--- src/radio_ctrl_pkg.sv ---
// Shared types, register map and constants for the radio control path
package radio_ctrl_pkg;

   ////////////////////////////////////////////////////////////////////////////
   // Sizes and constants
   ////////////////////////////////////////////////////////////////////////////
   localparam int GPIO_WIDTH      = 16;
   localparam int FIFO_DEPTH_LOG2 = 3;

   // Major in the upper half, minor in the lower half
   localparam logic [31:0] COMPAT_NUM = {16'd12, 16'd1};

   ////////////////////////////////////////////////////////////////////////////
   // Settings bus addresses
   ////////////////////////////////////////////////////////////////////////////
   localparam logic [7:0] SR_CONFIG0    = 8'd0;
   localparam logic [7:0] SR_CONFIG1    = 8'd1;
   localparam logic [7:0] SR_CLOCK_SYNC = 8'd2;
   localparam logic [7:0] SR_TIME_HI    = 8'd8;
   localparam logic [7:0] SR_TIME_LO    = 8'd9;
   localparam logic [7:0] SR_TIME_CTRL  = 8'd10;
   localparam logic [7:0] SR_GPIO_IDLE  = 8'd16;
   localparam logic [7:0] SR_GPIO_RX    = 8'd17;
   localparam logic [7:0] SR_GPIO_TX    = 8'd18;
   localparam logic [7:0] SR_GPIO_FDX   = 8'd19;
   localparam logic [7:0] SR_GPIO_DDR   = 8'd20;

   // Readback selectors, anything not listed reads all ones
   localparam logic [3:0] RB_COMPAT  = 4'd0;
   localparam logic [3:0] RB_CONFIG0 = 4'd1;
   localparam logic [3:0] RB_CONFIG1 = 4'd2;
   localparam logic [3:0] RB_GPIO    = 4'd3;
   localparam logic [3:0] RB_TIME_HI = 4'd4;
   localparam logic [3:0] RB_TIME_LO = 4'd5;
   localparam logic [3:0] RB_PPS_HI  = 4'd6;
   localparam logic [3:0] RB_PPS_LO  = 4'd7;

   // 36-bit stream word, qualified by src_rdy/dst_rdy
   typedef struct packed {
      logic        sof;
      logic        eof;
      logic [1:0]  occ;
      logic [31:0] data;
   } stream_word_t;

   typedef struct packed {
      logic        stb;
      logic [7:0]  addr;
      logic [31:0] data;
   } set_bus_t;

   // Command word of a control packet
   typedef struct packed {
      logic [7:0] seq;
      logic [3:0] rsvd_hi;
      logic [3:0] rb_sel;
      logic [6:0] rsvd_lo;
      logic       wr;
      logic [7:0] set_addr;
   } ctrl_cmd_t;

   typedef union packed {
      ctrl_cmd_t   cmd;
      logic [31:0] raw;
   } ctrl_cmd_u;

endpackage
--- src/radio_ctrl_core.sv ---
// Radio control core: control FIFOs, packet engine, misc registers, time core and GPIO
module radio_ctrl_core
   import radio_ctrl_pkg::*;
(
   input  logic                  clk_i,
   input  logic                  rst_n_i,
   input  stream_word_t          ctrl_data_i,
   input  logic                  ctrl_src_rdy_i,
   output logic                  ctrl_dst_rdy_o,
   output stream_word_t          resp_data_o,
   output logic                  resp_src_rdy_o,
   input  logic                  resp_dst_rdy_i,
   input  logic                  pps_i,
   output logic                  clock_sync_o,
   input  logic                  run_rx_i,
   input  logic                  run_tx_i,
   input  logic [GPIO_WIDTH-1:0] gpio_i,
   output logic [GPIO_WIDTH-1:0] gpio_o,
   output logic [GPIO_WIDTH-1:0] gpio_oe_o
);

   stream_word_t ctrl_int_data;
   logic         ctrl_int_src_rdy;
   logic         ctrl_int_dst_rdy;
   stream_word_t resp_int_data;
   logic         resp_int_src_rdy;
   logic         resp_int_dst_rdy;
   set_bus_t     set_bus;
   logic [31:0]  config_word0;
   logic [31:0]  config_word1;
   logic [31:0]  gpio_readback;
   logic [63:0]  vita_time;
   logic [63:0]  vita_time_pps;

   ////////////////////////////////////////////////////////////////////////////
   // Control packets in, replies out
   ////////////////////////////////////////////////////////////////////////////
   stream_fifo ctrl_fifo (
      .clk_i (clk_i), .rst_n_i (rst_n_i),
      .in_data_i (ctrl_data_i), .in_src_rdy_i (ctrl_src_rdy_i), .in_dst_rdy_o (ctrl_dst_rdy_o),
      .out_data_o (ctrl_int_data), .out_src_rdy_o (ctrl_int_src_rdy),
      .out_dst_rdy_i (ctrl_int_dst_rdy)
   );

   ctrl_packet_engine ctrl_packet_engine_i (
      .clk_i (clk_i), .rst_n_i (rst_n_i),
      .in_data_i (ctrl_int_data), .in_src_rdy_i (ctrl_int_src_rdy),
      .in_dst_rdy_o (ctrl_int_dst_rdy),
      .out_data_o (resp_int_data), .out_src_rdy_o (resp_int_src_rdy),
      .out_dst_rdy_i (resp_int_dst_rdy),
      .set_bus_o (set_bus), .config0_i (config_word0), .config1_i (config_word1),
      .gpio_rb_i (gpio_readback), .time_i (vita_time), .time_pps_i (vita_time_pps)
   );

   stream_fifo resp_fifo (
      .clk_i (clk_i), .rst_n_i (rst_n_i),
      .in_data_i (resp_int_data), .in_src_rdy_i (resp_int_src_rdy),
      .in_dst_rdy_o (resp_int_dst_rdy),
      .out_data_o (resp_data_o), .out_src_rdy_o (resp_src_rdy_o), .out_dst_rdy_i (resp_dst_rdy_i)
   );

   ////////////////////////////////////////////////////////////////////////////
   // Settings bus clients
   ////////////////////////////////////////////////////////////////////////////
   // Config words survive a reset
   setting_reg #(.ADDR(SR_CONFIG0), .WIDTH(32), .HAS_RESET(1'b0)) sr_misc_config0 (
      .clk_i (clk_i), .rst_n_i (rst_n_i), .set_bus_i (set_bus), .value_o (config_word0)
   );

   setting_reg #(.ADDR(SR_CONFIG1), .WIDTH(32), .HAS_RESET(1'b0)) sr_misc_config1 (
      .clk_i (clk_i), .rst_n_i (rst_n_i), .set_bus_i (set_bus), .value_o (config_word1)
   );

   time_core_64 time_core_64_i (
      .clk_i (clk_i), .rst_n_i (rst_n_i), .set_bus_i (set_bus), .pps_i (pps_i),
      .time_o (vita_time), .time_pps_o (vita_time_pps), .clock_sync_o (clock_sync_o)
   );

   gpio_atr gpio_atr_i (
      .clk_i (clk_i), .rst_n_i (rst_n_i), .set_bus_i (set_bus),
      .run_rx_i (run_rx_i), .run_tx_i (run_tx_i), .gpio_i (gpio_i),
      .gpio_o (gpio_o), .gpio_oe_o (gpio_oe_o), .gpio_rb_o (gpio_readback)
   );

endmodule

--- src/gpio_atr.sv ---
// ATR GPIO: outputs follow the radio run state, with direction and input readback
module gpio_atr
   import radio_ctrl_pkg::*;
(
   input  logic                  clk_i,
   input  logic                  rst_n_i,
   input  set_bus_t              set_bus_i,
   input  logic                  run_rx_i,
   input  logic                  run_tx_i,
   input  logic [GPIO_WIDTH-1:0] gpio_i,
   output logic [GPIO_WIDTH-1:0] gpio_o,
   output logic [GPIO_WIDTH-1:0] gpio_oe_o,
   output logic [31:0]           gpio_rb_o
);

   logic [GPIO_WIDTH-1:0] idle_word;
   logic [GPIO_WIDTH-1:0] rx_word;
   logic [GPIO_WIDTH-1:0] tx_word;
   logic [GPIO_WIDTH-1:0] fdx_word;
   logic [GPIO_WIDTH-1:0] gpio_meta_q;
   logic [GPIO_WIDTH-1:0] gpio_sync_q;

   setting_reg #(.ADDR(SR_GPIO_IDLE), .WIDTH(GPIO_WIDTH), .HAS_RESET(1'b1)) idle_reg (
      .clk_i (clk_i), .rst_n_i (rst_n_i), .set_bus_i (set_bus_i), .value_o (idle_word)
   );

   setting_reg #(.ADDR(SR_GPIO_RX), .WIDTH(GPIO_WIDTH), .HAS_RESET(1'b1)) rx_reg (
      .clk_i (clk_i), .rst_n_i (rst_n_i), .set_bus_i (set_bus_i), .value_o (rx_word)
   );

   setting_reg #(.ADDR(SR_GPIO_TX), .WIDTH(GPIO_WIDTH), .HAS_RESET(1'b1)) tx_reg (
      .clk_i (clk_i), .rst_n_i (rst_n_i), .set_bus_i (set_bus_i), .value_o (tx_word)
   );

   setting_reg #(.ADDR(SR_GPIO_FDX), .WIDTH(GPIO_WIDTH), .HAS_RESET(1'b1)) fdx_reg (
      .clk_i (clk_i), .rst_n_i (rst_n_i), .set_bus_i (set_bus_i), .value_o (fdx_word)
   );

   // Direction, a set bit drives the pin
   setting_reg #(.ADDR(SR_GPIO_DDR), .WIDTH(GPIO_WIDTH), .HAS_RESET(1'b1)) ddr_reg (
      .clk_i (clk_i), .rst_n_i (rst_n_i), .set_bus_i (set_bus_i), .value_o (gpio_oe_o)
   );

   always_ff @(posedge clk_i or negedge rst_n_i) begin
      if (!rst_n_i) begin
         gpio_o      <= '0;
         gpio_meta_q <= '0;
         gpio_sync_q <= '0;
      end else begin
         case ({run_tx_i, run_rx_i})
            2'b00:   gpio_o <= idle_word;
            2'b01:   gpio_o <= rx_word;
            2'b10:   gpio_o <= tx_word;
            default: gpio_o <= fdx_word;
         endcase
         // Pins are asynchronous to clk_i
         gpio_meta_q <= gpio_i;
         gpio_sync_q <= gpio_meta_q;
      end
   end

   assign gpio_rb_o = {{(32 - GPIO_WIDTH){1'b0}}, gpio_sync_q};

endmodule

--- src/time_core_64.sv ---
// 64-bit time counter with immediate or pps-aligned load, pps latch and clock sync
module time_core_64
   import radio_ctrl_pkg::*;
(
   input  logic        clk_i,
   input  logic        rst_n_i,
   input  set_bus_t    set_bus_i,
   input  logic        pps_i,
   output logic [63:0] time_o,
   output logic [63:0] time_pps_o,
   output logic        clock_sync_o
);

   logic [31:0] time_hi_buf;
   logic        load_at_pps;
   logic        sync_enb;
   logic        sync_inv;
   logic        pps_meta_q;
   logic        pps_sync_q;
   logic        pps_dly_q;
   logic        pps_edge;
   logic        set_lo;
   logic        pending_q;
   logic [63:0] pending_time_q;
   logic [63:0] time_d;

   setting_reg #(.ADDR(SR_TIME_HI), .WIDTH(32), .HAS_RESET(1'b1)) time_hi_reg (
      .clk_i     (clk_i),
      .rst_n_i   (rst_n_i),
      .set_bus_i (set_bus_i),
      .value_o   (time_hi_buf)
   );

   // Bit 0 defers the load to the next pps edge
   setting_reg #(.ADDR(SR_TIME_CTRL), .WIDTH(1), .HAS_RESET(1'b1)) time_ctrl_reg (
      .clk_i     (clk_i),
      .rst_n_i   (rst_n_i),
      .set_bus_i (set_bus_i),
      .value_o   (load_at_pps)
   );

   setting_reg #(.ADDR(SR_CLOCK_SYNC), .WIDTH(2), .HAS_RESET(1'b1)) clock_sync_reg (
      .clk_i     (clk_i),
      .rst_n_i   (rst_n_i),
      .set_bus_i (set_bus_i),
      .value_o   ({sync_inv, sync_enb})
   );

   assign set_lo   = set_bus_i.stb && (set_bus_i.addr == SR_TIME_LO);
   assign pps_edge = pps_sync_q && !pps_dly_q;

   always_comb begin
      time_d = time_o + 64'd1;
      if (set_lo && !load_at_pps) begin
         time_d = {time_hi_buf, set_bus_i.data};
      end else if (pps_edge && pending_q) begin
         time_d = pending_time_q;
      end
   end

   always_ff @(posedge clk_i or negedge rst_n_i) begin
      if (!rst_n_i) begin
         pps_meta_q <= 1'b0;
         pps_sync_q <= 1'b0;
         pps_dly_q  <= 1'b0;
         pending_q  <= 1'b0;
         time_o     <= '0;
         time_pps_o <= '0;
      end else begin
         pps_meta_q <= pps_i;
         pps_sync_q <= pps_meta_q;
         pps_dly_q  <= pps_sync_q;
         time_o     <= time_d;
         if (set_lo && load_at_pps) begin
            pending_q <= 1'b1;
         end else if (pps_edge) begin
            pending_q <= 1'b0;
         end
         // Latch what the counter takes on at this edge
         if (pps_edge) begin
            time_pps_o <= time_d;
         end
      end
   end

   always_ff @(posedge clk_i) begin
      if (set_lo && load_at_pps) begin
         pending_time_q <= {time_hi_buf, set_bus_i.data};
      end
   end

   assign clock_sync_o = sync_enb && (pps_sync_q ^ sync_inv);

endmodule

--- src/ctrl_packet_engine.sv ---
// Control packet engine: settings writes, readback select and two-word replies
module ctrl_packet_engine
   import radio_ctrl_pkg::*;
(
   input  logic         clk_i,
   input  logic         rst_n_i,
   input  stream_word_t in_data_i,
   input  logic         in_src_rdy_i,
   output logic         in_dst_rdy_o,
   output stream_word_t out_data_o,
   output logic         out_src_rdy_o,
   input  logic         out_dst_rdy_i,
   output set_bus_t     set_bus_o,
   input  logic [31:0]  config0_i,
   input  logic [31:0]  config1_i,
   input  logic [31:0]  gpio_rb_i,
   input  logic [63:0]  time_i,
   input  logic [63:0]  time_pps_i
);

   enum logic [2:0] {
      S_HDR,
      S_DATA,
      S_WRITE,
      S_RB,
      S_RPL_HDR,
      S_RPL_DATA
   } state_q;

   ctrl_cmd_u   cmd_q;
   logic [31:0] rb_q;
   logic [31:0] rb_word;
   logic        set_stb_q;
   logic [7:0]  set_addr_q;
   logic [31:0] set_data_q;
   logic        in_fire;
   logic        hdr_fire;
   logic        data_fire;

   ////////////////////////////////////////////////////////////////////////////
   // Request side
   ////////////////////////////////////////////////////////////////////////////
   assign in_dst_rdy_o = (state_q == S_HDR) || (state_q == S_DATA);
   assign in_fire      = in_src_rdy_i && in_dst_rdy_o;
   // Words without sof are dropped while waiting for a header
   assign hdr_fire     = in_fire && (state_q == S_HDR) && in_data_i.sof;
   assign data_fire    = in_fire && (state_q == S_DATA);

   assign set_bus_o = '{stb: set_stb_q, addr: set_addr_q, data: set_data_q};

   // Readback mux
   always_comb begin
      case (cmd_q.cmd.rb_sel)
         RB_COMPAT:  rb_word = COMPAT_NUM;
         RB_CONFIG0: rb_word = config0_i;
         RB_CONFIG1: rb_word = config1_i;
         RB_GPIO:    rb_word = gpio_rb_i;
         RB_TIME_HI: rb_word = time_i[63:32];
         RB_TIME_LO: rb_word = time_i[31:0];
         RB_PPS_HI:  rb_word = time_pps_i[63:32];
         RB_PPS_LO:  rb_word = time_pps_i[31:0];
         default:    rb_word = '1;
      endcase
   end

   ////////////////////////////////////////////////////////////////////////////
   // FSM
   ////////////////////////////////////////////////////////////////////////////
   always_ff @(posedge clk_i or negedge rst_n_i) begin
      if (!rst_n_i) begin
         state_q   <= S_HDR;
         set_stb_q <= 1'b0;
      end else begin
         set_stb_q <= 1'b0;
         case (state_q)
            S_HDR: begin
               if (hdr_fire) begin
                  state_q <= S_DATA;
               end
            end
            S_DATA: begin
               if (data_fire) begin
                  state_q   <= S_WRITE;
                  set_stb_q <= cmd_q.cmd.wr;
               end
            end
            // Strobe is on the bus this cycle
            S_WRITE: state_q <= S_RB;
            // Written register is visible now
            S_RB: state_q <= S_RPL_HDR;
            S_RPL_HDR: begin
               if (out_dst_rdy_i) begin
                  state_q <= S_RPL_DATA;
               end
            end
            S_RPL_DATA: begin
               if (out_dst_rdy_i) begin
                  state_q <= S_HDR;
               end
            end
            default: state_q <= S_HDR;
         endcase
      end
   end

   // Command, write payload and readback word
   always_ff @(posedge clk_i) begin
      if (hdr_fire) begin
         cmd_q.raw <= in_data_i.data;
      end
      if (data_fire) begin
         set_addr_q <= cmd_q.cmd.set_addr;
         set_data_q <= in_data_i.data;
      end
      if (state_q == S_RB) begin
         rb_q <= rb_word;
      end
   end

   ////////////////////////////////////////////////////////////////////////////
   // Reply side
   ////////////////////////////////////////////////////////////////////////////
   assign out_src_rdy_o = (state_q == S_RPL_HDR) || (state_q == S_RPL_DATA);

   always_comb begin
      out_data_o      = '0;
      out_data_o.sof  = (state_q == S_RPL_HDR);
      out_data_o.eof  = (state_q == S_RPL_DATA);
      // Header echoes the command word untouched
      out_data_o.data = (state_q == S_RPL_HDR) ? cmd_q.raw : rb_q;
   end

endmodule

--- src/stream_fifo.sv ---
// Circular-buffer FIFO for 36-bit stream words with src_rdy/dst_rdy on both sides
module stream_fifo
   import radio_ctrl_pkg::*;
(
   input  logic         clk_i,
   input  logic         rst_n_i,
   input  stream_word_t in_data_i,
   input  logic         in_src_rdy_i,
   output logic         in_dst_rdy_o,
   output stream_word_t out_data_o,
   output logic         out_src_rdy_o,
   input  logic         out_dst_rdy_i
);

   localparam int DEPTH = 1 << FIFO_DEPTH_LOG2;

   stream_word_t               mem [DEPTH];
   logic [FIFO_DEPTH_LOG2-1:0] wr_ptr_q;
   logic [FIFO_DEPTH_LOG2-1:0] rd_ptr_q;
   logic [FIFO_DEPTH_LOG2:0]   count_q;
   logic [FIFO_DEPTH_LOG2:0]   count_d;
   logic                       not_full_q;
   logic                       do_wr;
   logic                       do_rd;

   assign do_wr = in_src_rdy_i && not_full_q;
   assign do_rd = out_src_rdy_o && out_dst_rdy_i;

   assign in_dst_rdy_o  = not_full_q;
   assign out_src_rdy_o = (count_q != '0);
   assign out_data_o    = mem[rd_ptr_q];

   always_comb begin
      count_d = count_q;
      if (do_wr && !do_rd) begin
         count_d = count_q + 1'b1;
      end else if (do_rd && !do_wr) begin
         count_d = count_q - 1'b1;
      end
   end

   // Pointers and occupancy
   always_ff @(posedge clk_i or negedge rst_n_i) begin
      if (!rst_n_i) begin
         wr_ptr_q   <= '0;
         rd_ptr_q   <= '0;
         count_q    <= '0;
         not_full_q <= 1'b0;
      end else begin
         if (do_wr) begin
            wr_ptr_q <= wr_ptr_q + 1'b1;
         end
         if (do_rd) begin
            rd_ptr_q <= rd_ptr_q + 1'b1;
         end
         count_q    <= count_d;
         not_full_q <= (count_d != DEPTH[FIFO_DEPTH_LOG2:0]);
      end
   end

   always_ff @(posedge clk_i) begin
      if (do_wr) begin
         mem[wr_ptr_q] <= in_data_i;
      end
   end

endmodule

--- src/setting_reg.sv ---
// Single settings bus register, loaded on a strobe to its own address
module setting_reg
   import radio_ctrl_pkg::*;
#(
   parameter logic [7:0] ADDR      = 8'd0,
   parameter int         WIDTH     = 32,
   parameter bit         HAS_RESET = 1'b1
) (
   input  logic             clk_i,
   input  logic             rst_n_i,
   input  set_bus_t         set_bus_i,
   output logic [WIDTH-1:0] value_o
);

   logic load;

   assign load = set_bus_i.stb && (set_bus_i.addr == ADDR);

   generate
      if (HAS_RESET) begin : g_rst
         always_ff @(posedge clk_i or negedge rst_n_i) begin
            if (!rst_n_i) begin
               value_o <= '0;
            end else if (load) begin
               value_o <= set_bus_i.data[WIDTH-1:0];
            end
         end
      end else begin : g_no_rst
         // Keeps its contents through a reset
         always_ff @(posedge clk_i) begin
            if (load) begin
               value_o <= set_bus_i.data[WIDTH-1:0];
            end
         end
      end
   endgenerate

endmodule

--- config.mk ---
export PLATFORM = sky130hd
export DESIGN_NAME = radio_ctrl_core
export DESIGN_NICKNAME = d
export VERILOG_FILES = /design/src/radio_ctrl_pkg.sv /design/src/radio_ctrl_core.sv /design/src/gpio_atr.sv /design/src/time_core_64.sv /design/src/ctrl_packet_engine.sv /design/src/stream_fifo.sv /design/src/setting_reg.sv
export SDC_FILE = /design/constraint.sdc
export NUM_CORES = 1
export LEC_CHECK = 0
export BUFFER_PORTS_ARGS = -buffer_cell sky130_fd_sc_hd__buf_2
export CAP_MARGIN = 20
export CELL_PAD_IN_SITES_DETAIL_PLACEMENT = 1
export CELL_PAD_IN_SITES_GLOBAL_PLACEMENT = 2
export CORE_AREA = 2 2 333 269
export CTS_CLUSTER_DIAMETER = 200
export DETAILED_ROUTE_END_ITERATION = 16
export DIE_AREA = 0 0 335 271
export GPL_ROUTABILITY_DRIVEN = 0
export PLACE_DENSITY = 0.82
export RECOVER_POWER = 50
export SETUP_SLACK_MARGIN = 0.1
export SLEW_MARGIN = 10
export SYNTH_ARGS = -nofsm -noshare
export SYNTH_HDL_FRONTEND = slang
export SYNTH_SLANG_ARGS = --single-unit
export TNS_END_PERCENT = 10
--- constraint.sdc ---
create_clock -name clk_i -period 15.84 [get_ports clk_i]
set_clock_uncertainty 0.15 [all_clocks]
set_input_delay 0 -clock clk_i [delete_from_list [all_inputs] [get_ports clk_i]]
set_output_delay 0 -clock clk_i [all_outputs]
set_load 0.005 [all_outputs]
==> results.ini, run 1 <==
[status]
status=finished with violations
violations=capacitance limit, slew limit

[critical_path]
crit_chain=dlygate4sd3_1, dlygate4sd3_1, clkbuf_1, clkbuf_1
endpoint_kind=asynchronous set/reset pin
r2r_cells=7
r2r_setup_slack_ns=10.41
critPathLaunch=rst_n_i
crit_family=buffers and inverters
crit_path_start_kind=primary input
r2r-end=ctrl_packet_engine_i.state_q[0]
path_class=in -> async
critPathRequiredTime_ns=15.11
slowest_delay_ns=3.93
cp_max_fo=99
critPathArrivalTime_ns=5.61
path_buf_inv=4
r2r-start=ctrl_fifo.rd_ptr_q[1]
slowest_stage=clkbuf_1
worst-path-stages=4

[global_routing]
grt_pass1_wl_mm=179.7
track_usage=0.2684
grt_pass1_vias=26813
antenna_found_initial=5
overflow=0
grt_max_degree=100

[power_and_ir_drop]
max-vdd-ir-drop_v=0.0001257
p_per_area_nw_per_um2=168.4
leakage_nw=18.09

[yosys]
postSynthAreaPerCell_sq_um=16.87
synthCells=2574
syn-cell-area_sq_um=43430
ys.flop_type=edfxtp_1
async_reset_ff_frac=0.2948
synth_edf_count=768
ys_seq_area_frac=0.7159
ys_types=61
synth-seq-cells=1089
yosysWarnings=0

[die]
num_rows=97
ios=130
core_sq_um=87140
die_height_um=271
initial_utilization=0.4984
fp.dieW_um=335
dieArea_sq_um=90790

[finish]
nNetsFinal=2885
drive_gt1_frac=0.2512
areaGrowthSynthToFinish_pct=14.93

[sta]
final_hold_viol_count=0
period_share=0.4003
setup_ws_ns=9.499
slew_viol_final=847
max_slew_margin=-2.738
setup-tns-final_ns=0
timing.fmax_ghz=0.1577
tightest_slew_ns=5.606
min_period_ns=6.341
setup-violations-final=0
rsz0062_at_grt=false

[min_path]
hold-path-endpoint=ctrl_fifo.mem[0][3]
min_path_cells=2
hp-class=in -> reg
worstHoldStart=ctrl_data_i[3]

[drt]
drc=0
wl_mm=120.5
wire_per_inst_um=29.79
via_per_inst=6.222
drt_iter0_drc=2481
ant_nets=0
num_vias=25175
first_pass_iters=6

[clock_tree]
cts_buffers=104
clockBufferDepth=3
cts_sinks=1089
cts_setup_buffers=0
root_buffer=clkbuf_16
cts_tree=built
clk_pin_slew_ns=0.06
h-tree-depth=3
insertion_delay_ns=0.69

[placed_design]
io_buffers=124
dp_hpwl_mm=73.15
place_worst_setup_slack_ns=12.40

[job]
cap_violations=19

-- layout by cell type (no fill, tap or decap), types with 30 or more instances in the layout --
master,n
a21oi_1,61
nor3_1,36
buf_4,42
clkbuf_16,106
mux4_2,150
dfrtp_1,317
nand2_1,148
nand3_1,75
dlygate4sd3_1,101
nor4_1,31
edfxtp_1,768
clkbuf_1,82
buf_2,87
o21ai_0,76
a22oi_1,30
nor2_1,81
mux2_2,249
-- metrics by stage --
stage	cells	utilization	area, sq um	hold slack, ns	total power [mW]
floorplan	2575	-	43440	-0.4456	4.985
global placement	3743	0.5224	45520	-0.06565	5.736
detailed placement	3743	0.5224	45520	-0.04682	5.840
CTS	4040	0.5743	50040	0.001704	8.408
global route	4044	0.5728	49910	0.1014	8.704
finish	4046	0.5728	49920	0.1188	8.404
-- cell usage after synthesis, drive strengths merged (4+ instances only) --
cell    count  area [sq um]
nand3      75         375.4
xor2       18         157.7
nand2     148         555.5
nor3b       8         60.06
o31ai       7         52.55
or4         8         63.81
nor2b       9         56.30
o211ai      6         45.04
ha          9         112.6
and3       22         137.6
a31oi      24         150.1
xnor2      27         236.5
a22o       24         210.2
a311oi     11         96.34
o221a       4         45.04
nor2       87         326.6
inv        15         56.30
a21o       15         112.6
nand4      27         175.2
and4       13         113.9
edfxtp    768         23060
buf        38         151.4
mux4      150          3378
a211o       9         78.83
nor3       41         205.2
nand2b      9         56.30
dfrtp     321          8033
o21ai      76         380.4
a22oi      30         225.2
and2       13         81.33
o21a        4         30.03
a21oi      61         305.3
clkbuf    118         445.4
o311ai      4         35.03
nor4       32         200.2
a221oi     15         131.4
mux2i      27         270.3
or3        18         112.6
mux2      255          2875
-- state kept, by name, summed over array words and instances (netlist names), 32 cells and up --
name                                count
sr_misc_config0.value_o                32
time_core_64_i.time_pps_o              64
resp_fifo.mem                         272
sr_misc_config1.value_o                32
time_core_64_i.time_o                  64
time_core_64_i.pending_time_q          64
ctrl_fifo.mem                         264
ctrl_packet_engine_i.set_data_q        32
ctrl_packet_engine_i.rb_q              32
ctrl_packet_engine_i.cmd_q             32
time_core_64_i.time_hi_reg.value_o     32
-- what timing repair did --
| action | in CTS | in global routing |
|---|---|---|
| resized for setup | 0 | 0 |
| hold buffers | 102 | 0 |
| endpoints found under the hold margin | 406 | 0 |
| setup endpoints to repair | 0 | 0 |
-- worst reg2reg max path, delay by kind of cell (launching register included) --
| kind | cells | cell delay (ns) |
|---|---|---|
| buffers and inverters | 2 | 3.48 |
| multiplexers | 2 | 0.86 |
| flip-flops | 1 | 0.34 |
| AND/OR/NAND/NOR | 2 | 0.27 |
| AO/OA/AOI/OAI | 1 | 0.23 |
-- cells by family (layout without fill, tap and decap cells) --
| logic type | count (synthesis) | after routing | synth area share |
|---|---|---|---|
| xor+xnor | 45 | 45 | 0.009074 |
| mux | 432 | 432 | 0.1502 |
| compound gates | 303 | 303 | 0.04635 |
| buf+inv | 171 | 502 | 0.01504 |
| other cells | 1 | 4 | 0.00008634 |
| simple gates | 524 | 524 | 0.06073 |
| fa+ha+maj | 9 | 9 | 0.002593 |
| flops | 1089 | 1089 | 0.7159 |
-- worst max-delay path by stage --
stage | to | slack (ns)
floorplan | resp_fifo.mem[4][0] | 10.76
global placement | time_core_64_i.time_pps_o[57] | 12.50
detailed placement | time_core_64_i.time_pps_o[57] | 12.40
CTS | resp_data_o[15] | 12.22
global route | time_core_64_i.time_o[23] | 8.31
finish | time_core_64_i.time_pps_o[17] | 9.50
-- routing by layer --
layer  global-route usage  routed length [um]  vias to the layer above  part of all wire
met5                    0                  27                        -           0.00022
met2               0.4344               58110                      983              0.48
li1                     -                   -                    10591                 -
met3              0.04774                8098                      206             0.067
met1               0.3769               51010                    13391              0.42
met4              0.07446                3268                        4             0.027
-- power by group --
part           switching, mW  total [mW]  internal [mW]
Clock                   1.08        2.55           1.47
Sequential             0.322        3.92           3.59
Combinational           1.12        1.94          0.822
Total                   2.52        8.40           5.88
-- cell type report --
| cell class | count | area (sq um) |
|---|---|---|
| antenna | 2 | 5.005 |
| clock buffer | 141 | 2904 |
| clock inverter | 54 | 581.8 |
| fill | 7927 | 37220 |
| inverter | 15 | 56.30 |
| multi-input combinational | 1315 | 11800 |
| sequential | 1089 | 31100 |
| tap | 1138 | 1424 |
| timing repair buffer | 292 | 2046 |
Power figures use the tool's default switching activity.
==> inputs of run 2 (changes only) <==
CORE_AREA = 2 2 343 277   (was 2 2 333 269)
DIE_AREA = 0 0 345 279   (was 0 0 335 271)
PLACE_DENSITY = 0.78   (was 0.82)
clock period = 6.3 ns   (was 15.84 ns; I/O delays follow)
==> run 2 against run 1 <==
The flow still finishes with violations (capacitance limit, slew limit). Wire length is 2.5% lower. Cell area increased by 0.60%. Highest routed layer unchanged. Critical endpoint is now time_core_64_i.time_pps_o[48]. Sequential share of layout area is 0.37 points lower. Non-clock buffer count shrank 15. Worst setup slack got worse by 7.3 ns. Sequential power increased to 2.5 times the previous value. Critical path type unchanged. Combinational power is 140% higher. Register-to-register slack worse by 8.1 ns. Cell count increased by 1.8%. Die area increased by 6.0%. Flip-flop and latch count is the same.
==> results.ini, run 2 (synthesis gave the netlist of run 1 again) <==
[global_routing]
grt_max_degree=166
track_usage=0.2453
overflow=0
grt_pass1_vias=26385
grt_pass1_wl_mm=175.1
antenna_found_initial=11

[drt]
wire_per_inst_um=28.52
num_vias=24756
first_pass_iters=6
ant_nets=0
wl_mm=117.5
via_per_inst=6.010
drt_iter0_drc=2051
drc=0

[sta]
setup-tns-final_ns=0
setup_ws_ns=2.159
timing.fmax_ghz=0.2415
period_share=0.6573
slew_viol_final=440
final_hold_viol_count=0
rsz0062_at_grt=false
min_period_ns=4.141
setup-violations-final=0
tightest_slew_ns=3.251
max_slew_margin=-1.167

[die]
die_height_um=279
ios=130
num_rows=100
dieArea_sq_um=96260
core_sq_um=92590
initial_utilization=0.4691
fp.dieW_um=345

[min_path]
worstHoldStart=ctrl_src_rdy_i
hp-class=in -> reg
hold-path-endpoint=ctrl_fifo.wr_ptr_q[2]
min_path_cells=4

[finish]
fillers=8494
final_common_cell=edfxtp_1
areaGrowthSynthToFinish_pct=15.62
most-common-layout-cells=edfxtp_1 (768), dfrtp_1 (317), mux2_2 (254)
drive_gt1_frac=0.2572
top_regs=resp_fifo.mem: 272 flops, ctrl_fifo.mem: 264 flops
nNetsFinal=2871
multi_input_area_sq_um=11810
top_register=resp_fifo.mem
largest_reg_flops=272
regArea_sq_um=31100

[critical_path]
slowest_stage=clkbuf_1
r2r_setup_slack_ns=2.36
r2r-start=ctrl_packet_engine_i.state_q[2]
r2r_cells=4
slowest_delay_ns=2.33
critPathArrivalTime_ns=4.03
endpoint_kind=asynchronous set/reset pin
crit_chain=dlygate4sd3_1, dlygate4sd3_1, clkbuf_1, clkbuf_1
path_class=in -> async
crit_path_start_kind=primary input
cp_max_fo=54
critPathRequiredTime_ns=6.18
r2r-end=resp_fifo.mem[6][17]

[clock_tree]
cts_resized=0
h-tree-depth=3
cts_buffers=105
root_buffer=clkbuf_16
clk_pin_slew_ns=0.06
cts_tree=built
insertion_delay_ns=0.68
cts_sinks=1089
clockBufferDepth=3

[status]
status=finished with violations
violations=capacitance limit, slew limit

[power_and_ir_drop]
leakage_nw=18.19
p_per_area_nw_per_um2=425.0
max-vdd-ir-drop_v=0.0003300

[placed_design]
io_buffers=124
place_worst_setup_slack_ns=2.447
dp_hpwl_mm=71.54

[job]
cap_violations=12

==> run 2: changes by cell type in the layout (fill, tap and decap cells not counted), moves of 2 or more <==
cell	delta
nor3_2	+3
clkinvlp_4	-2
buf_2	-5
clkinv_1	+5
nor3_1	-2
inv_16	+2
mux2_2	+5
mux2_1	-5
dlygate4sd3_1	-7
bufinv_16	+10
clkbuf_1	-16
clkbuf_8	-5
inv_6	+2
==> run 2: power by group <==
part	leakage (nW)	internal [mW]	switching, mW
combinational	5.21	1.97	2.66
clock	1.84	4.06	2.74
sequential	11.1	9.03	0.865
==> run 2: final cells by class <==
class                   instances  share of cell area
multi-input cells            1315              0.2352
well taps                    1224             0.03050
clock inverters                71             0.01856
flip-flops and latches       1089              0.6194
clock buffers                 126             0.05613
inverters                      15            0.001121
diodes                          2          0.00009966
repair buffers                277             0.03897
==> run 2: through the flow <==
| stage | std cells | utilization | cell area, sq um | total power, mW | hold WS, ns |
|---|---|---|---|---|---|
| after floorplan | 2575 | - | 43440 | 12.53 | -0.4456 |
| after global placement | 3822 | 0.4924 | 45590 | 14.43 | -0.1682 |
| after detailed placement | 3822 | 0.4924 | 45590 | 14.64 | -0.1536 |
| after CTS | 4114 | 0.5434 | 50310 | 21.53 | 0.002651 |
| after global routing | 4117 | 0.5423 | 50210 | 22.20 | 0.05475 |
| final | 4119 | 0.5424 | 50220 | 21.34 | 0.06198 |
==> run 2: critical path, delay by kind of cell <==
family                 cells  cell delay, ns
buffers and inverters      4            3.95
==> run 2: metal layers <==
layer	up-vias	share of wire	GRT usage
met5	-	0.00011	0
met4	2	0.026	0.07051
met3	171	0.071	0.05143
met2	807	0.48	0.3983
met1	13225	0.42	0.3373
li1	10551	-	-
==> run 2: how the worst max path moves through the flow <==
stage | start | to | slack [ns] | cells past startpoint
6_report | rst_n_i | time_core_64_i.time_pps_o[48] | 2.16 | 4
5_1_grt | rst_n_i | time_core_64_i.time_pps_o[48] | 1.50 | 4
4_1_cts | time_core_64_i.time_o[13] | time_core_64_i.time_pps_o[55] | 2.41 | 6
3_5_place_dp | time_core_64_i.time_o[13] | time_core_64_i.time_pps_o[55] | 2.45 | 6
3_3_place_gp | time_core_64_i.time_o[13] | time_core_64_i.time_pps_o[55] | 2.61 | 6
2_1_floorplan | ctrl_packet_engine_i.state_q[2] | resp_fifo.mem[4][0] | 1.22 | 3
==> run 2: what timing repair did <==
item                      4_1_cts  5_1_grt
setup buffers                   0        0
hold buffers                   95        0
hold endpoints to repair      628        0
